`src/arm_pkg.sv`:
```
// ARM datapath shared types
`default_nettype none

package arm_pkg;

    localparam int WORD_W     = 32;
    localparam int REG_ADDR_W = 4;

    typedef logic [WORD_W-1:0]     word_t;
    typedef logic [REG_ADDR_W-1:0] reg_addr_t;

    typedef struct packed {
        logic n;
        logic z;
        logic c;
        logic v;
    } nzcv_t;

    typedef enum logic [2:0] {
        ALU_MOV, ALU_MVN, ALU_ADD, ALU_SUB,
        ALU_AND, ALU_ORR, ALU_EOR
    } alu_op_e;

    typedef struct packed {
        logic        valid;
        logic [3:0]  cond;
        alu_op_e     alu_op;
        logic        wb_en;
        logic        set_flags;
        logic        mem_rd;
        logic        mem_wr;
        logic        use_imm;     // operand 2 is the rotated imm8
        logic [11:0] imm12;
        reg_addr_t   rd;
        reg_addr_t   rn;
        reg_addr_t   rs2;         // rm, or rd for a store
    } ctrl_t;

    typedef struct packed {
        logic      valid;
        logic      wb_en;
        logic      mem_rd;
        logic      mem_wr;
        reg_addr_t rd;
        word_t     result;        // alu result or memory address
        word_t     store_data;
    } ex_mem_t;

    typedef struct packed {
        logic      wb_valid;
        reg_addr_t rd;
        word_t     data;
    } wb_t;

    function automatic logic cond_passed(input logic [3:0] cond, input nzcv_t f);
        case (cond)
            4'b0000: return f.z;                        // eq
            4'b0001: return !f.z;                       // ne
            4'b0010: return f.c;                        // cs
            4'b0011: return !f.c;                       // cc
            4'b0100: return f.n;                        // mi
            4'b0101: return !f.n;                       // pl
            4'b0110: return f.v;                        // vs
            4'b0111: return !f.v;                       // vc
            4'b1000: return f.c && !f.z;                // hi
            4'b1001: return !f.c || f.z;                // ls
            4'b1010: return f.n == f.v;                 // ge
            4'b1011: return f.n != f.v;                 // lt
            4'b1100: return !f.z && (f.n == f.v);       // gt
            4'b1101: return f.z || (f.n != f.v);        // le
            4'b1110: return 1'b1;                       // al
            default: return 1'b0;                       // 1111 never executes
        endcase
    endfunction

endpackage

`default_nettype wire

```
`src/arm_register_bank.sv`:
```
// General register bank
`timescale 1ns/100ps
`default_nettype none

module arm_register_bank (
    input  logic               clk,
    input  logic               i_reset_n,
    input  arm_pkg::reg_addr_t i_rd_addr_a,
    input  arm_pkg::reg_addr_t i_rd_addr_b,
    input  arm_pkg::wb_t       i_wb,
    output arm_pkg::word_t     o_rd_data_a,
    output arm_pkg::word_t     o_rd_data_b
);
    import arm_pkg::*;

    word_t regs [2**REG_ADDR_W];

    always_ff @(posedge clk or posedge i_reset_n) begin
        if (i_reset_n) begin
            for (int i = 0; i < 2**REG_ADDR_W; i++) begin
                regs[i] <= '0;
            end
        end else if (i_wb.wb_valid) begin
            regs[i_wb.rd] <= i_wb.data;
        end
    end

    // write-through, a read in the write cycle sees the new value
    assign o_rd_data_a = (i_wb.wb_valid && i_wb.rd == i_rd_addr_a) ? i_wb.data
                                                                    : regs[i_rd_addr_a];
    assign o_rd_data_b = (i_wb.wb_valid && i_wb.rd == i_rd_addr_b) ? i_wb.data
                                                                    : regs[i_rd_addr_b];

    a_wb_index_known: assert property (@(posedge clk) disable iff (i_reset_n)
        i_wb.wb_valid |-> !$isunknown(i_wb.rd))
        else $error("register write with unknown index");

endmodule

`default_nettype wire

```
`config.mk`:
```
export PLATFORM = sky130hd
export DESIGN_NAME = arm_register_bank
export DESIGN_NICKNAME = d
export VERILOG_FILES = /design/src/arm_pkg.sv /design/src/arm_register_bank.sv
export SDC_FILE = /design/constraint.sdc
export NUM_CORES = 1
export LEC_CHECK = 0
export ABC_CLOCK_PERIOD_IN_PS = 21100
export BUFFER_PORTS_ARGS = -buffer_cell sky130_fd_sc_hd__clkbuf_2
export CORE_MARGIN = 2
export CORE_UTILIZATION = 35
export CTS_BUF_LIST = sky130_fd_sc_hd__clkbuf_8
export DETAILED_ROUTE_END_ITERATION = 16
export PLACE_DENSITY_LB_ADDON = 0.1
export SLEW_MARGIN = 40
export SYNTH_ARGS = -nofsm -noshare
export SYNTH_HDL_FRONTEND = slang
export SYNTH_SLANG_ARGS = --single-unit
```
`constraint.sdc`:
```
create_clock -name clk -period 21.1 [get_ports clk]
set_input_delay 1.055 -clock clk [delete_from_list [all_inputs] [get_ports clk]]
set_output_delay 1.055 -clock clk [all_outputs]
set_load 0.05 [all_outputs]
```
# Yosys cells after proc, flatten, opt, wreduce, memory -nomap -nowiden
# Index checks and enable logic that the tools add are counted.
# W data, S select, Z words.
# word_totals
output_inout_bits	64
in_bits	47
wordCells	39
register_bits	512
# classes
eq_ne	2
bitwise_logic	3
reduce_logical	3
muxes	11
n_lt_le_gt_ge	4
# op_table
operator	count
$bwmux W512	1
$bmux W32 S4	2
$mux W32	7
$demux W32 S4	1
$ge A5 B5 Y1 const B	3
$not A4 Y5	3
$eq A4 B4 Y1	2
$lt A5 B1 Y1 const B	1
$logic_and A1 B1 Y1	3

# Logic depth before layout (Yosys ltp)
# logic_depth
word_depth	6
mapped_depth	7
ltp_nobuf	4

# Worst setup path after synthesis
# Ideal clock, no wire load.
# synth_timing
path_kind	input port to output port
from	in i_rd_addr_b[0]
to	out o_rd_data_b[10]
path_buffers	3
required_time_ns	20.045
path_slack_ns	17.195
stages	7
arrival_time_ns	2.850
path_cell_list	clkbuf_1 > buf_2 > buf_2 > mux4_2 > a22oi_1 > nand2_1 > mux2_2
# synth_between
elab_chain_len	5
elab_cells_between_ends	7
classes_between	1 x eq/ne; 4 x mux; 1 x bitwise; 1 x reduce/logical
# synth_rtl
element	line_no	text
start: declaration	arm_register_bank.sv:9	input arm_pkg::reg_addr_t i_rd_addr_b,
$not A4 Y5 (implied by the code)	arm_register_bank.sv:32	: regs[i_rd_addr_b];
$bmux W32 S4	arm_register_bank.sv:32	
$mux W32 (implied by the code) (2 in series)	arm_register_bank.sv:32	
$mux W32 *	arm_register_bank.sv:31	assign o_rd_data_b = (i_wb.wb_valid && i_wb.rd == i_rd_addr_b) ? i_wb.data
end: declaration	arm_register_bank.sv:12	output arm_pkg::word_t o_rd_data_b
# Mark *: on every way between the ends. The rest lies on a longest branch, timed or not. The select of a mux whose other input is x is not followed.

# Worst setup path in the final report
# layout_timing
from	in i_rd_addr_a[0]
to	out o_rd_data_a[27]
# layout_between
elab_chain_len	5
elab_cells_between_ends	7
classes_between	1 x eq/ne; 4 x mux; 1 x bitwise; 1 x reduce/logical
# layout_rtl
element	line_no	text
start: declaration	arm_register_bank.sv:8	input arm_pkg::reg_addr_t i_rd_addr_a,
$not A4 Y5 (implied by the code)	arm_register_bank.sv:30	: regs[i_rd_addr_a];
$bmux W32 S4	arm_register_bank.sv:30	
$mux W32 (implied by the code) (2 in series)	arm_register_bank.sv:30	
$mux W32 *	arm_register_bank.sv:29	assign o_rd_data_a = (i_wb.wb_valid && i_wb.rd == i_rd_addr_a) ? i_wb.data
end: declaration	arm_register_bank.sv:11	output arm_pkg::word_t o_rd_data_a,
# Marks and branches as above.

==> results by group <==
Clocking
  • Post-CTS setup buffers: 0
  • CTS Buffer Depth: 3
  • Clk sinks: between 500 and 600
  • Worst-skew pair later-pin latency: 670 ps
  • Htree depth: 3
  • Clock-pin transition on the worst setup and hold timing paths: approximately 50 ps
  • Post-CTS Hold Buffers: 0
  • TritonCTS clock tree: yes
  • Post_cts resized: 0
  • Clk Tree Root Cell: clkbuf_8
  • CTS buffer count: 95

Placed design
  • Setup WS pre-CTS: roughly 15000 ps
  • DPL Wire Length: about 48000 um
  • Placed cell count: between 2000 and 3000
  • RD Place Congestion: about 0.74
  • Port Buffers: 110

GRT
  • Initial antenna violation count: 4
  • First-pass GRT wire length: 127300 um
  • Vias in the first global route: roughly 18000
  • Total GRT Usage: a little over a fifth
  • Grt ovf: 0
  • Pin count of the biggest net entering global routing: just over 80

Power
  • Switch Pwr: 0.9623 mW
  • Pint: between 2 and 2.5 mW
  • P per Cell Area: 101.3 nW/um^2
  • Worst vdd ir: roughly 0.044 mV
  • Leak pwr: around 13 nW
  • Flop pwr share: 44.2%
  • Clock Power Share: 29.2%
  • Net Sw Frac: about 31%
  • Logic pwr share: roughly a quarter

Floorplan
  • Die area: 80250 sq um
  • Ports: 111
  • Chip Height: 283.3 um
  • Chip Width: ~280 um
  • Starting Density: approximately a third
  • Core Footprint: 77340 sq um
  • Row count: 102

Logic synthesis
  • Post-Synth Adder-Cell Area: 0%
  • Cell area after synthesis: ~27000 sq um
  • Synthesized area per cell: between 15 and 20 sq um
  • Post-synthesis compound-gate area fraction: approximately 3.4%
  • Simple-gate area share of the yosys netlist: under 10%
  • Synthesis-stage register bit count: 512
  • Syn Inst Count: 1757
  • Post-Synth XOR/XNOR Area: less than 1%
  • Mux share of post-synthesis cell area: between 40% and 50%
  • Netlist cell types: 22
  • Synth area leader: dfrtp_1
  • Syn nets: 1804
  • Largest family of logic cells by synthesized area: multiplexers
  • Post-synth top area share: approximately 47%
  • Yosys warning count: 0
  • Seq/Total Area, Yosys: between 40% and 50%
  • Area contributors post-synth: dfrtp_1 47%, mux2_2 23%, mux4_2 21%, a22oi_1 3.4%, clkbuf_1 1.6%

STA
  • RSZ-0062 raised after global routing: no
  • Clock skew: 0 ps
  • Final hold violations: 0
  • Rel. slew slack: 44.48%
  • Fin Setup TNS: 0 ps
  • Max-slew violations: 0
  • Least-Margin Pin Slew: 832.8 ps
  • Post-route setup slack: 15560 ps
  • Fmax: about 180 MHz
  • Setup Viol. Count Final: 0
  • Worst hold margin: around 460 ps
  • Final min period: 5543 ps
  • Final Cycle Share: 26.27%

Critical path
  • Crit. End Element: primary output
  • Crit path cell chain: buf_8, buf_6, buf_4, mux4_2, a22oi_1, nand2_1, mux2_2, clkbuf_2
  • WP data required: about 20000 ps
  • Critical path's largest stage delay: about 690 ps
  • Slowest CP cell: buf_4
  • Critical-path maximum fanout: 55
  • Worst Setup Start Kind: input pin
  • Reg2Reg Setup Slack: slightly above 20000 ps
  • Worst Path Arrival: between 4000 and 5000 ps
  • Path type of the worst setup path: in2out

Routing
  • Iter 0 DRT Violations: 1199
  • WL/cell: 28.96 um
  • WL final: about 85000 um
  • Antenna-violating nets left: 0
  • Via count of the routed design: between 15000 and 20000
  • Drt pass-1 iters: 5
  • DRC viols: 0
  • Drt via density: 5.776

Final layout
  • Largest Register: regs
  • Max reg flops: 512
  • Layout Nets: about 1900
  • Final non-filler cell total: between 2000 and 3000
  • Top flop regs: regs (512)
  • Share of cells above drive strength 1: about 60%
  • Most frequent cells in the layout: 563 x mux2_2, 512 x dfrtp_1, 258 x mux4_2
  • Area grow syn2layout: 12.53%
  • Final core utilization: between 30 and 40%
  • Commonest non-fill, non-tap cell in the layout: mux2_2

Outcome
  • Outcome: finished, final reports clean

Worst hold path
  • Worst min path class: in2async

Job
  • Max cap viols: 0
## routing by layer
| layer | global-route usage, % | share of wire [%] | vias to the layer above |
|---|---|---|---|
| li1 | - | - | 7011 |
| met1 | 30.35 | 46 | 9338 |
| met2 | 34.24 | 48 | 438 |
| met3 | 3.172 | 4.2 | 132 |
| met4 | 6.138 | 2.3 | 4 |
| met5 | 0 | 0.027 | - |
## path summary, 6_finish.rpt
check	start	to	cells after the start
worst max-delay path	i_rd_addr_a[0]	o_rd_data_a[27]	8
worst min-delay path	i_reset_n	regs[24]	2
worst max register to register	regs[127]	regs[127]	1
worst min register to register	regs[408]	regs[408]	1
max in group asynchronous	i_reset_n	regs[262]	6
min in group clk	regs[408]	regs[408]	1
## logic make-up after synthesis
group	count (synthesis)
flip-flops	512
AND/OR/NAND/NOR	98
AO/OA/AOI/OAI	124
multiplexers	834
buffers and inverters	181
XOR/XNOR	8
## Yosys cell counts
cell and instances:
nand3_1 1, nor2_1 12, buf_6 2, mux2_1 13
mux4_2 258, nor3b_1 1, buf_1 14, nand3b_1 2
a22oi_1 124, nand2b_1 4, xnor2_1 2, and2_0 2
mux2_2 563, nand2_1 66, xor2_1 6, or3_1 3
inv_1 1, nor2b_1 5, dfrtp_1 512, buf_2 51
nor4_2 2, clkbuf_1 113
## area by class of cell
class	instances	area, sq um
Fill cell	7278	46620
Inverter	1	11.26
Antenna cell	4	10.01
Sequential cell	512	12810
Timing Repair Buffer	151	935.9
Clock inverter	42	172.7
Tap cell	1040	1301
Clock buffer	116	1597
Multi-Input combinational cell	1064	13880
## stage by stage
stage,power (mW),cell area [sq um]
final,3.111,30720
after global routing,3.283,30720
after CTS,3.154,30700
after detailed placement,2.222,28930
after global placement,2.196,28900
after floorplan,2.011,27300
## power by group through the flow
stage | clock, mW | sequential, mW | combinational (mW)
2_1_floorplan | 0 | 1.33 | 0.679
3_3_place_gp | 0 | 1.37 | 0.823
3_5_place_dp | 0 | 1.39 | 0.836
4_1_cts | 0.945 | 1.37 | 0.838
5_1_grt | 0.991 | 1.41 | 0.886
6_report | 0.909 | 1.37 | 0.828
## worst max-delay path, delay by kind of cell
| family | cells | cell delay (ps) |
|---|---|---|
| buf+inv | 4 | 2120 |
| compound gates | 1 | 270 |
| simple gates | 1 | 110 |
| mux | 2 | 850 |
No activity file was read; power rests on OpenSTA's default activity.
