## src/arm_pkg.sv

```systemverilog
// ARM datapath shared types
`default_nettype none

package arm_pkg;

    localparam int WORD_W     = 32;
    localparam int REG_ADDR_W = 4;

    typedef logic [WORD_W-1:0]     word_t;
    typedef logic [REG_ADDR_W-1:0] reg_addr_t;

    typedef struct packed {
        logic n;
        logic z;
        logic c;
        logic v;
    } nzcv_t;

    typedef enum logic [2:0] {
        ALU_MOV, ALU_MVN, ALU_ADD, ALU_SUB,
        ALU_AND, ALU_ORR, ALU_EOR
    } alu_op_e;

    typedef struct packed {
        logic        valid;
        logic [3:0]  cond;
        alu_op_e     alu_op;
        logic        wb_en;
        logic        set_flags;
        logic        mem_rd;
        logic        mem_wr;
        logic        use_imm;     // operand 2 is the rotated imm8
        logic [11:0] imm12;
        reg_addr_t   rd;
        reg_addr_t   rn;
        reg_addr_t   rs2;         // rm, or rd for a store
    } ctrl_t;

    typedef struct packed {
        logic      valid;
        logic      wb_en;
        logic      mem_rd;
        logic      mem_wr;
        reg_addr_t rd;
        word_t     result;        // alu result or memory address
        word_t     store_data;
    } ex_mem_t;

    typedef struct packed {
        logic      wb_valid;
        reg_addr_t rd;
        word_t     data;
    } wb_t;

    function automatic logic cond_passed(input logic [3:0] cond, input nzcv_t f);
        case (cond)
            4'b0000: return f.z;                        // eq
            4'b0001: return !f.z;                       // ne
            4'b0010: return f.c;                        // cs
            4'b0011: return !f.c;                       // cc
            4'b0100: return f.n;                        // mi
            4'b0101: return !f.n;                       // pl
            4'b0110: return f.v;                        // vs
            4'b0111: return !f.v;                       // vc
            4'b1000: return f.c && !f.z;                // hi
            4'b1001: return !f.c || f.z;                // ls
            4'b1010: return f.n == f.v;                 // ge
            4'b1011: return f.n != f.v;                 // lt
            4'b1100: return !f.z && (f.n == f.v);       // gt
            4'b1101: return f.z || (f.n != f.v);        // le
            4'b1110: return 1'b1;                       // al
            default: return 1'b0;                       // 1111 never executes
        endcase
    endfunction

endpackage

`default_nettype wire

```

## src/arm_decoder.sv

```systemverilog
// Instruction decoder
`timescale 1ns/100ps
`default_nettype none

module arm_decoder (
    input  logic               i_ins_valid,
    input  arm_pkg::word_t     i_ins,
    output arm_pkg::ctrl_t     o_ctrl,
    output arm_pkg::reg_addr_t o_rn_addr,
    output arm_pkg::reg_addr_t o_rs2_addr
);
    import arm_pkg::*;

    logic [1:0] ins_type;
    logic [3:0] opcode;
    logic       s_bit;                  // S for data ops, L for memory ops
    logic       is_test;
    logic       dp_known;
    alu_op_e    dp_op;

    assign ins_type = i_ins[27:26];
    assign opcode   = i_ins[24:21];
    assign s_bit    = i_ins[20];
    assign is_test  = (opcode == 4'b1010) || (opcode == 4'b1000);   // cmp, tst

    always_comb begin
        dp_known = 1'b1;
        case (opcode)
            4'b1101: dp_op = ALU_MOV;
            4'b1111: dp_op = ALU_MVN;
            4'b0100: dp_op = ALU_ADD;
            4'b0010: dp_op = ALU_SUB;
            4'b1010: dp_op = ALU_SUB;   // cmp
            4'b0000: dp_op = ALU_AND;
            4'b1000: dp_op = ALU_AND;   // tst
            4'b1100: dp_op = ALU_ORR;
            4'b0001: dp_op = ALU_EOR;
            default: begin
                dp_op    = ALU_MOV;
                dp_known = 1'b0;        // unsupported opcode becomes a no-op
            end
        endcase
    end

    always_comb begin
        o_ctrl       = '0;
        o_ctrl.valid = i_ins_valid;
        o_ctrl.cond  = i_ins[31:28];
        o_ctrl.imm12 = i_ins[11:0];
        o_ctrl.rd    = i_ins[15:12];
        o_ctrl.rn    = i_ins[19:16];
        o_ctrl.rs2   = i_ins[3:0];
        if (ins_type == 2'b00 && dp_known) begin
            o_ctrl.alu_op    = dp_op;
            o_ctrl.use_imm   = i_ins[25];
            o_ctrl.wb_en     = !is_test;
            o_ctrl.set_flags = s_bit || is_test;
        end else if (ins_type == 2'b01) begin
            o_ctrl.alu_op = ALU_ADD;
            o_ctrl.mem_rd = s_bit;
            o_ctrl.mem_wr = !s_bit;
            o_ctrl.wb_en  = s_bit;      // only ldr writes back
            if (!s_bit) begin
                o_ctrl.rs2 = i_ins[15:12];  // str reads its data from rd
            end
        end
    end

    assign o_rn_addr  = o_ctrl.rn;
    assign o_rs2_addr = o_ctrl.rs2;

    always_comb begin
        if (i_ins_valid) begin
            assert (!$isunknown(i_ins))
                else $error("instruction word unknown while valid");
        end
    end

endmodule

`default_nettype wire

```

## config.mk

```make
export PLATFORM = sky130hd
export DESIGN_NAME = arm_decoder
export DESIGN_NICKNAME = d
export VERILOG_FILES = /design/src/arm_pkg.sv /design/src/arm_decoder.sv
export SDC_FILE = /design/constraint.sdc
export NUM_CORES = 1
export LEC_CHECK = 0
export BUFFER_PORTS_ARGS = -buffer_cell sky130_fd_sc_hd__buf_4
export CORE_UTILIZATION = 30
export DETAILED_ROUTE_END_ITERATION = 10
export PLACE_DENSITY = 0.86
export SETUP_SLACK_MARGIN = 0.5
export SLEW_MARGIN = 20
export SYNTH_ARGS = -nofsm -noshare
export SYNTH_HDL_FRONTEND = slang
export SYNTH_SLANG_ARGS = --single-unit
```

## constraint.sdc

```tcl
create_clock -name vclk -period 2.23
set_input_delay 0.5575 -clock vclk [all_inputs]
set_output_delay 0.5575 -clock vclk [all_outputs]
set_load 0.005 [all_outputs]
```

# Word level (Yosys, flattened, before mapping)

Cells that the tools add are included.

Register bits: 0
Bits of input ports: 33
Output and inout port bits: 45

Equal/unequal tests: 9
Multiplexer cells: 11
Reduce and logical (&&, ||, !) cells: 10

Operators by type and width:

| kind               | count |
|---|---|
| $eq 4x4->1 const B | 5 |
| $pmux 3 s6         | 1 |
| $mux 4             | 4 |
| $reduce_or 9->1    | 1 |
| $eq 4x1->1 const B | 1 |
| $eq 4x2->1 const B | 1 |
| $eq 4x3->1 const B | 1 |
| $logic_not 4->1    | 1 |
| $mux 2             | 2 |
| $reduce_or 2->1    | 2 |
| $mux 1             | 3 |
| $mux 3             | 1 |
| $eq 2x1->1 const B | 1 |
| $logic_not 1->1    | 2 |
| $logic_not 2->1    | 1 |
| $logic_or 1x1->1   | 2 |
| $logic_and 1x1->1  | 1 |

# Logic depth before layout (Yosys ltp)

Gate-level depths: netlist of run 1.

Word-level depth: 5
Depth in mapped cells: 4
Gate-level depth less buffers: 3

# Least setup slack after synthesis of run 1

OpenSTA, ideal clock, no wires.

Path type: input to output
Start point: input i_ins[27]
End point: output o_rs2_addr[0]
Arrival time: 1501 ps
Data required time: 1673 ps
Path slack: 172 ps
Cell stages on the path: 4
Path buffers: 2
Cell sequence: buf_2 -> nor3b_4 -> mux2_2 -> buf_4

RTL lines:

| what            | RTL line          | text |
|---|---|---|
| start, declared | arm_decoder.sv:7  | `input arm_pkg::word_t i_ins,` |
| end, declared   | arm_decoder.sv:10 | `output arm_pkg::reg_addr_t o_rs2_addr` |

# Final worst setup path of run 1

Start point: input i_ins[20]
End point: output o_rs2_addr[0]

Cells in the longest elaborated chain, start to end: 3

RTL lines:

| what   | RTL line          | text |
|---|---|---|
| $mux 4 | arm_decoder.sv:63 | `if (!s_bit) begin` |
| $mux 4 | arm_decoder.sv:58 | `end else if (ins_type == 2'b01) begin` |
| $mux 4 | arm_decoder.sv:53 | `if (ins_type == 2'b00 && dp_known) begin` |

Every way passes these cells.

==> results of run 1 <==
## worst max-delay path: cells and delay by family
family                 cells  cell delay, ns
buffers and inverters      3            0.36
multiplexers               1            0.30
AND/OR/NAND/NOR            1            0.22
## area by class of cell
cell class / instances / area (µm²)
repair buffers: 47 / 471.7
well taps: 16 / 20.02
inverters: 2 / 7.507
multi-input cells: 26 / 296.5
fillers: 132 / 693.2
## worst max-delay path by stage
stage	start	endpoint	slack, ns
2_1_floorplan	i_ins[27]	o_rs2_addr[0]	0.21
3_3_place_gp	i_ins[27]	o_rs2_addr[1]	0.14
3_5_place_dp	i_ins[27]	o_ctrl[2]	0.13
4_1_cts	i_ins[20]	o_ctrl[2]	0.23
5_1_grt	i_ins[20]	o_rs2_addr[3]	0.19
6_report	i_ins[20]	o_rs2_addr[0]	0.24
## stage by stage
stage	total power [W]	util (%)	hold WS [ns]
detailed placement	0.0001086	37.82	1.115
floorplan	0.00009262	-	1.144
finish	0.0001576	53.45	1.115
global route	0.0001678	53.45	1.115
global placement	0.0001058	37.82	1.115
CTS	0.0001462	50.42	1.115
## cells in the final DEF (no fill, tap or decap)
master	count
sky130_fd_sc_hd__and3_4	1
sky130_fd_sc_hd__nor3b_4	1
sky130_fd_sc_hd__o21ai_2	1
sky130_fd_sc_hd__a211oi_4	1
sky130_fd_sc_hd__xor2_1	1
sky130_fd_sc_hd__buf_6	11
sky130_fd_sc_hd__a21oi_1	1
sky130_fd_sc_hd__inv_1	2
sky130_fd_sc_hd__a2111oi_2	1
sky130_fd_sc_hd__o21bai_1	1
sky130_fd_sc_hd__buf_8	2
sky130_fd_sc_hd__nor4b_2	1
sky130_fd_sc_hd__nand3_2	1
sky130_fd_sc_hd__buf_4	29
sky130_fd_sc_hd__nor2_4	2
sky130_fd_sc_hd__a221oi_2	1
sky130_fd_sc_hd__o21ai_4	1
sky130_fd_sc_hd__buf_12	5
sky130_fd_sc_hd__mux2_4	4
sky130_fd_sc_hd__nand2_1	1
sky130_fd_sc_hd__nor4_2	2
sky130_fd_sc_hd__o211ai_1	1
sky130_fd_sc_hd__and3b_1	1
sky130_fd_sc_hd__a211o_2	1
sky130_fd_sc_hd__nor2_1	2
## what timing repair did
action,in CTS,in global routing
endpoints found under the setup margin,15,15
pin swaps,8,5
setup buffers,6,1
resized for setup,34,8
## layer usage
metal  part of all wire [%]  vias to the layer above  routed length [µm]  track usage (%)
li1                       -                      207                   -                -
met1                     29                      208                 384            12.14
met2                     55                       29                 731            28.44
met3                     13                       10                 174            4.348
met4                    3.6                        0                  48            5.806
met5                      0                        -                   0                0
## report_power, final
part	internal, W	switching, W
clock network	0	0
registers	0	0
logic	0.0000994	0.0000582
total	0.0000994	0.0000582
## cells by family after synthesis
family,Yosys count,synth area share [%]
compound gates,9,16.75
xor+xnor,1,1.833
buf+inv,36,54.45
mux,4,9.423
simple gates,12,17.54
==> flow_results.org, run 1 <==
** Synth
- Sequential cell area fraction in the yosys report :: 0%
- Fraction of post-synthesis cell area in the top cell type by area :: 51.83%
- Post-synthesis cell count :: 62
- Area leader, netlist :: sky130_fd_sc_hd__buf_4
- By count the netlist is led by sky130_fd_sc_hd__buf_4, sky130_fd_sc_hd__mux2_2, sky130_fd_sc_hd__nor2_1, sky130_fd_sc_hd__inv_1, sky130_fd_sc_hd__nor4_1.
- Number of distinct standard cells referenced by the synthesized netlist :: 22
- Post-Syn Nets :: 95
- Yosys instantiated no cell more often than sky130_fd_sc_hd__buf_4.
- The mapped netlist covers 478.0 µm².
- In the post-synthesis netlist, the biggest area contributors are sky130_fd_sc_hd__buf_4, sky130_fd_sc_hd__mux2_2, sky130_fd_sc_hd__nor3b_4, sky130_fd_sc_hd__a2111oi_2, sky130_fd_sc_hd__nor2_1.
- During synthesis, Yosys emitted a total of 0 warnings.
- Per-instance average area after synthesis :: 7.709 µm²

** Die
- The initial utilization of the core area, before any placement, comes to 32.10%.
- From left edge to right edge, the die measures 41.92 µm.
- In this run the core area contains 14 standard-cell rows.
- The die is 41.92 µm tall.
- In this run the count of I/O pins placed on the die edge is 78.
- The core region is 1489 µm².
- The die covers 1757 µm².

** Drt
- The pre-antenna-repair detailed-routing pass consisted of 3 iterations.
- WL final :: 1339 µm
- In the routed layout, each cell is associated on average with a via count of 4.989.
- In the routed design, unresolved DRC markers number 0.
- The count of nets left with antenna violations once routing finished came out at 0.
- The routed layout has 454 vias.
- Post-DR wirelength/cell :: 14.71 µm
- Iter 0 DRT Violations :: 1

** Global route
- Wire length of the first global-routing pass :: 2049 µm
- Pin count of the biggest net entering global routing :: 9
- The number of antenna violations at the first check in global routing was 0.
- The number of global-route vias before repair is 471.
- Global routing used 14.00% of the available tracks across all layers.
- After global routing the overflow that remains totals 0.

** Cells and area
- Final Net Count :: 110
- Proportion of layout cells with a drive suffix above 1 :: 86.67%
- Total number of sequential cells :: 0
- Counting the clock-network buffers in the layout gives 0.
- For this run, the number of standard cells in the final layout without fillers is 91.
- Area of all placed cells without fillers :: 795.8 µm²
- Number of antenna repair diodes :: 0
- Growth of design area from synthesis to finish :: 66.49%
- The sequential cells in the finished layout cover a total of 0 µm².

** Setup path
- Critical-path cell list :: buf_8 -> nor3b_4 -> buf_6 -> mux2_4 -> buf_6
- Critical Path Start Type :: primary input
- Largest stage delay on the critical path :: 0.30 ns
- CP max FO :: 3
- For the worst setup path, the data arrival time is 1.44 ns.
- For this design, the slowest cell found on the critical path is sky130_fd_sc_hd__mux2_4.
- Among the stages of the critical path, the cell type that occurs most often is sky130_fd_sc_hd__buf_6.
- Critical path data required time :: 1.67 ns
- The critical path in this run is classified as in -> out.
- Crit. End Element :: output port

** Hold path
- The worst hold path belongs to the class in -> out.
- Along the worst hold path, the cell count comes to 0.
- End point of the worst hold path :: o_ctrl[17]
- Hold_sp :: i_ins[5]

** Timing
- Final worst setup slack :: 0.2364 ns
- The worst pin sits at a relative slew slack of 76.10%.
- The max-slew violation count came to 0.
- Fin crit period :: 1.994 ns
- For this run, the top clock speed supported by timing is 0.5016 GHz.
- Total Neg Setup Slack :: 0 ns
- Setup repair after global routing could not meet its margin everywhere.
- Tightest Pin Transition :: 0.3574 ns
- Endpoints failing setup :: 0
- The final critical path takes up 89.40% of the cycle.
- The hold violation total from the final report is 0.

** Run
- Number of max-capacitance violations reported :: 0

** Clocking
- CTS hold repair buffers :: 0

** Power and ir drop
- PD cells :: 198.0 nW/µm²
- LEAKAGE :: 0.3717 nW
- Largest vdd supply drop :: 56.97 µV

** Placement
- Cell count after placement :: 84
- Once placement finished, the instance area stood at 563.0 µm².
- Post-Place Worst Slack :: 0.1295 ns
- Final RePlAce weighted congestion :: 0.6260
- During placement, the flow inserted port buffers numbering 40.
- Detailed Place HPWL :: 880.2 µm

** Run status
- Status :: finished, final reports clean
Note: power is estimated with default switching activity, not from simulation.
==> run 2: changes to the inputs <==
--- a/config.mk
+++ b/config.mk
@@ -6,9 +6,9 @@
 export NUM_CORES = 1
 export LEC_CHECK = 0
 export BUFFER_PORTS_ARGS = -buffer_cell sky130_fd_sc_hd__buf_4
-export CORE_UTILIZATION = 30
+export CORE_UTILIZATION = 32
 export DETAILED_ROUTE_END_ITERATION = 10
-export PLACE_DENSITY = 0.86
+export PLACE_DENSITY = 0.9
 export SETUP_SLACK_MARGIN = 0.5
 export SLEW_MARGIN = 20
 export SYNTH_ARGS = -nofsm -noshare
==> constraint.sdc (replaced) <==
create_clock -name vclk -period 2.3
set_input_delay 0.575 -clock vclk [all_inputs]
set_output_delay 0.575 -clock vclk [all_outputs]
set_load 0.005 [all_outputs]
==> flow_results.org, run 2 (same netlist as run 1, synthesis figures left out) <==
** Global route
- The pin count of the biggest net entering global routing is 9 (unchanged).
- The overall track demand over capacity in global routing is 14.27% (+0.27 points).
- The number of antenna violations at the first check in global routing is 0 (unchanged).
- Total congestion overflow :: 0 (unchanged)
- Via count of the first global-routing pass :: 365 (-23%)
- The wire length of the first global-routing pass was 1621 µm (-21%).

** Cells and area
- The number of nets in the final layout was 109 (-0.91%).
- The count of clock buffers in the final design came to 0 (unchanged).
- Proportion of layout cells with a drive suffix above 1 :: 85.14% (-1.5 points)
- Register area :: 0 µm² (unchanged)
- Number of antenna repair diodes :: 0 (unchanged)
- The library cell used most frequently in the layout, excluding fill and tap cells, is sky130_fd_sc_hd__buf_4.
- Growth of design area from synthesis to finish :: 56.54%
- Total number of sequential cells :: 0 (unchanged)
- Highest-count cells in the layout ignoring fill and taps :: sky130_fd_sc_hd__buf_4, sky130_fd_sc_hd__buf_6, sky130_fd_sc_hd__mux2_4

** Drt
- The total detailed-routing wirelength came to 1336 µm (-0.22%).
- The DRC violation total after the first TritonRoute iteration is 4 (+3).
- DRC errors left :: 0 (unchanged)
- The total vias in the final route came to 445 (-2.0%).
- Post-DR wirelength/cell :: 15.01 µm (+2.0%)
- The via-per-instance ratio came to 5.000 (+0.22%).
- DRT antenna net count :: 0 (unchanged)
- The detailed-router iteration count before antenna repair is 3 (unchanged).

** Die
- The width of the die is 40.65 µm (-3.0%).
- The top-level I/O count came to 78 (unchanged).
- Initial Util :: 35.40% (+3.3 points)
- The site row count is 13 (-1).
- The full die area is 1652 µm² (-6.0%).
- The placeable core area was 1350 µm² (-9.3%).
- Chip height :: 40.65 µm (-3.0%)

** Timing
- The final setup violation count came to 0 (unchanged).
- Counting I/O delays and the setup requirement, the final critical path takes 2.045 ns.
- Number of max-slew violations in the final report :: 0 (unchanged)
- After layout, the worst path uses 88.89% of the clock period.
- The max-slew headroom at the worst pin was 76.54% (+0.44 points).
- The slew at the pin closest to its max-slew limit was 0.3508 ns (-0.006588 ns).
- Total Neg Setup Slack :: 0 ns (unchanged)
- Based on the critical path, the design can be clocked at up to 0.4891 GHz.
- Unrepaired setup endpoints after global routing :: true
- The hold violation total from the final report is 0 (unchanged).

** Run status
- Status :: finished, final reports clean

** Hold path
- For hold timing, the worst endpoint is o_ctrl[16].
- Number of cells on the worst hold path :: 0 (unchanged)
- Hold_sp :: i_ins[4]
- The worst hold path belongs to the class in -> out.

** Setup path
- The worst setup path is launched from a primary input.
- Crit. End Element :: output port
- CP max FO :: 2 (-1)
- The setup path with the least slack is of type in -> out.
- The worst endpoint required time is 1.73 ns (+0.06 ns).
- The arrival time reported for the critical path endpoint was 1.47 ns (+0.03 ns).

** Placement
- The global placer's final weighted congestion came to 0.7484 (+20%).
- Detailed Place HPWL :: 890.7 µm (+1.2%)
- Count of buffers from port buffering :: 40 (unchanged)

** Power and ir drop
- The maximum resistive drop on vdd was 56.15 µV (-1.4%).
- The cell area power density is 193.7 nW/µm² (-2.2%).
- Total power :: 0.0001449 W (-8.0%)
- LEAKAGE :: 0.3565 nW (-4.1%)

** Run
- The number of max-capacitance violations reported is 0 (unchanged).

** Clocking
- The number of hold buffers added after cts came to 0 (unchanged).
==> run 2: report_power, final <==
| group | total, W | internal [W] | switching (W) |
|---|---|---|---|
| registers | 0 | 0 | 0 |
| logic | 0.000145 | 0.0000900 | 0.0000549 |
| clock network | 0 | 0 | 0 |
==> run 2: what timing repair did <==
item / CTS / global route
resized for setup: 32 / 2
endpoints found under the setup margin: 15 / 14
pin swaps: 8 / 1
gates cloned: 0 / 0
setup buffers: 6 / 0
==> run 2: worst max-delay path: stages <==
cell	delay (ns)
sky130_fd_sc_hd__buf_8	0.10
sky130_fd_sc_hd__nor3b_4	0.21
sky130_fd_sc_hd__buf_4	0.14
sky130_fd_sc_hd__mux2_4	0.31
sky130_fd_sc_hd__buf_6	0.12
==> run 2: worst max path at each step <==
stage,start,to
finish,i_ins[20],o_rs2_addr[2]
global route,i_ins[20],o_ctrl[1]
CTS,i_ins[21],o_ctrl[28]
detailed placement,i_ins[27],o_ctrl[1]
global placement,i_ins[27],o_ctrl[1]
floorplan,i_ins[27],o_rs2_addr[0]
==> run 2: per-layer routing <==
metal | part of all wire (%) | routed length, µm | GRT usage (%)
met2 | 59 | 793 | 31.35
met1 | 31 | 408 | 14.19
met4 | 0 | 0 | 1.667
met3 | 10 | 134 | 1.087
met5 | 0 | 0 | 0
==> run 2: through the flow <==
step | setup slack (ns) | instance area [µm²] | instances | hold slack (ns) | util [%]
after floorplan | 0.2404 | 520.5 | 62 | 1.179 | -
after global placement | 0.1665 | 561.8 | 83 | 1.150 | 41.61
after detailed placement | 0.1602 | 561.8 | 83 | 1.150 | 41.61
after CTS | 0.2614 | 737.0 | 89 | 1.150 | 54.59
after global routing | 0.2355 | 748.2 | 89 | 1.150 | 55.42
final | 0.2555 | 748.2 | 89 | 1.150 | 55.42
==> run 2: cell type report <==
type | count | area, µm²
Timing Repair Buffer | 46 | 439.2
Multi-Input combinational cell | 26 | 282.8
Fill cell | 126 | 601.8
Tap cell | 15 | 18.77
Inverter | 2 | 7.507
==> run 3: changes to the inputs <==
--- a/config.mk
+++ b/config.mk
@@ -5,7 +5,8 @@
 export SDC_FILE = /design/constraint.sdc
 export NUM_CORES = 1
 export LEC_CHECK = 0
-export BUFFER_PORTS_ARGS = -buffer_cell sky130_fd_sc_hd__buf_4
+export BUFFER_PORTS_ARGS = -buffer_cell sky130_fd_sc_hd__buf_2
+export CORE_MARGIN = 3
 export CORE_UTILIZATION = 32
 export DETAILED_ROUTE_END_ITERATION = 10
 export PLACE_DENSITY = 0.9
==> flow_results.org, run 3 (same netlist as run 1, synthesis figures left out) <==
** Global route
- Wire length of the first global-routing pass :: 1807 µm (+11%)
- The pin count of the biggest net entering global routing is 9 (unchanged).
- The overall overflow remaining after global route is 0 (unchanged).
- Number of antenna violations at the first check in global routing :: 0 (unchanged)
- Overall Global Routing Usage :: 11.53% (-2.7 points)
- Via count of the first global-routing pass :: 435 (+19%)

** Die
- Die Wd :: 44.65 µm (+9.8%)
- The top-level I/O count is 78 (unchanged).
- Die area :: 1993 µm² (+21%)
- The vertical die dimension came to 44.65 µm (+9.8%).
- The placeable core area was 1350 µm² (unchanged).
- The site row count was 13 (unchanged).
- Initial Util :: 35.40% (unchanged)

** Setup path
- Arrival time at the worst endpoint :: 1.47 ns (about the same)
- The worst endpoint required time came to 1.73 ns (about the same).
- Critical-path cell list :: buf_8 -> nor3b_4 -> buf_6 -> mux2_4 -> buf_6
- WS Path Type :: in -> out
- The largest individual stage delay along the critical path comes from the cell sky130_fd_sc_hd__mux2_4.
- The worst setup path is captured at an output port.
- In this design, the largest share of critical-path delay is due to buffers and inverters.
- The longest individual stage delay on the worst path is 0.31 ns (about the same).
- Most frequent cell on the critical path :: sky130_fd_sc_hd__buf_6
- CP max FO :: 3 (+1)
- The number of buffers and inverters on the critical path was 3 (unchanged).
- The worst setup path is launched from a primary input.

** Cells and area
- The number of sequential cells in the layout came to 0 (unchanged).
- The antenna diode count came to 0 (unchanged).
- Clock buffer count in the final layout :: 0 (unchanged)
- Leaving out fill and tap cells, the most frequent cells in the layout are sky130_fd_sc_hd__buf_2, sky130_fd_sc_hd__buf_6, sky130_fd_sc_hd__mux2_4, sky130_fd_sc_hd__buf_12, sky130_fd_sc_hd__buf_4.
- Finished Core Util :: 52.18% (-3.2 points)
- Growth of design area from synthesis to finish :: 47.38%
- The library cell used most frequently in the layout, excluding fill and tap cells, is sky130_fd_sc_hd__buf_2.
- The register cell area after layout came to 0 µm² (unchanged).
- The fraction of final layout cells sized beyond drive strength 1 was 82.67% (-2.5 points).
- Final Net Count :: 110 (+0.92%)

** Run status
- Status :: finished, final reports clean

** Drt
- Router iterations before antenna repair :: 2 (-1)
- Vias/cell :: 4.900 (-2.0%)
- The DRC violation total after the first TritonRoute iteration is 1 (-3).
- The total vias in the final route was 441 (-0.90%).
- The routed length per instance came to 14.22 µm (-5.3%).
- The number of nets still failing antenna checks after routing is 0 (unchanged).
- The number of design rule violations left after detail routing is 0 (unchanged).
- The total detailed-routing wirelength is 1280 µm (-4.2%).

** Power and ir drop
- Largest vdd supply drop :: 69.34 µV (+23%)
- The clock network fraction of design power is 0% (unchanged).
- The switching portion of total power came to 38.85% (+0.97 points).
- Cell internal power dissipation :: 0.00008253 W (-8.3%)
- The switching component of the power came to 0.00005244 W (-4.5%).
- LEAKAGE :: 0.3490 nW (-2.1%)
- The post-route total power came to 0.0001350 W (-6.9%).
- PD cells :: 191.6 nW/µm² (-1.1%)
- Sequential share of power :: 0% (unchanged)
- The share of power burned in combinational logic is 100.0% (about the same).

** Timing
- Tightest Pin Transition :: 0.3308 ns (-0.02004 ns)
- Number of max-slew violations in the final report :: 0 (unchanged)
- Total Neg Setup Slack :: 0 ns (unchanged)
- Setup repair after global routing could not meet its margin everywhere.
- Final worst setup slack :: 0.2523 ns (-0.003193 ns)
- The final setup violation count is 0 (unchanged).
- Fin crit period :: 2.048 ns (+0.003193 ns)
- Peak clock frequency supported by timing :: 0.4883 GHz (-0.16%)
- The post-route fraction of the period consumed by the critical path is 89.03% (+0.14 points).
- The hold violation total from the final report is 0 (unchanged).
- The max-slew headroom at the worst pin was 77.88% (+1.3 points).

** Run
- Number of max-capacitance violations reported :: 0 (unchanged)

** Clocking
- The number of hold buffers added after cts came to 0 (unchanged).

** Hold path
- Number of cells on the worst hold path :: 0 (unchanged)
- Hold_sp :: i_ins[4]
- The path class of the tightest hold or removal check is in -> out.
- End point of the worst hold path :: o_ctrl[16]

** Placement
- The global placer's final weighted congestion is 0.6738 (-10%).
- The number of buffer cells added on primary ports was 40 (unchanged).
- The setup slack after placement came to 0.1621 ns (+0.001817 ns).
- The half-perimeter wire length of the detailed placement result was 856.3 µm (-3.9%).
==> run 3: cell types whose count changed in the layout (fill, tap and decap cells not counted), sizes merged <==
cell  previous run  this run
buf             46        47
==> run 3: worst max path at each step <==
stage / startpoint / endpoint / slack [ns] / cells past startpoint
after floorplan: i_ins[27] / o_rs2_addr[0] / 0.24 / 4
after global placement: i_ins[26] / o_ctrl[3] / 0.18 / 4
after detailed placement: i_ins[26] / o_rs2_addr[2] / 0.16 / 4
after CTS: i_ins[20] / o_rs2_addr[2] / 0.28 / 5
after global routing: i_ins[20] / o_ctrl[2] / 0.22 / 5
final: i_ins[20] / o_ctrl[2] / 0.25 / 5
==> run 3: routing by layer <==
layer  vias up  track usage [%]  routed length [µm]  share of wire [%]
met3         4            1.626                 165                 13
li1        209                -                   -                  -
met1       201            11.00                 403                 31
met5         -                0                   0                  0
met4         0            1.807                   8               0.63
met2        27            24.93                 703                 55
==> run 3: what timing repair did <==
item                                    4_1_cts  5_1_grt
cloned                                        0        0
pin swaps                                    10        1
resized for setup                            40        4
endpoints found under the setup margin       15       14
buffers inserted                              5        2
==> run 3: layout make-up <==
class	instances	area [µm²]
tap	15	18.77
multi-input combinational	26	277.8
timing repair buffer	47	400.4
fill	127	645.6
inverter	2	7.507
==> run 3: metrics by stage <==
step	hold WS (ns)	cells	cell area (µm²)
2_1_floorplan	1.179	62	520.5
3_3_place_gp	1.150	83	461.7
3_5_place_dp	1.150	83	461.7
4_1_cts	1.150	88	668.1
5_1_grt	1.150	90	704.4
6_report	1.150	90	704.4
==> run 3: power by group through the flow <==
stage	registers (W)	logic (W)	clock network, W
2_1_floorplan	0	0.0000898	0
5_1_grt	0	0.000145	0
6_report	0	0.000135	0
3_5_place_dp	0	0.0000840	0
3_3_place_gp	0	0.0000816	0
4_1_cts	0	0.000125	0
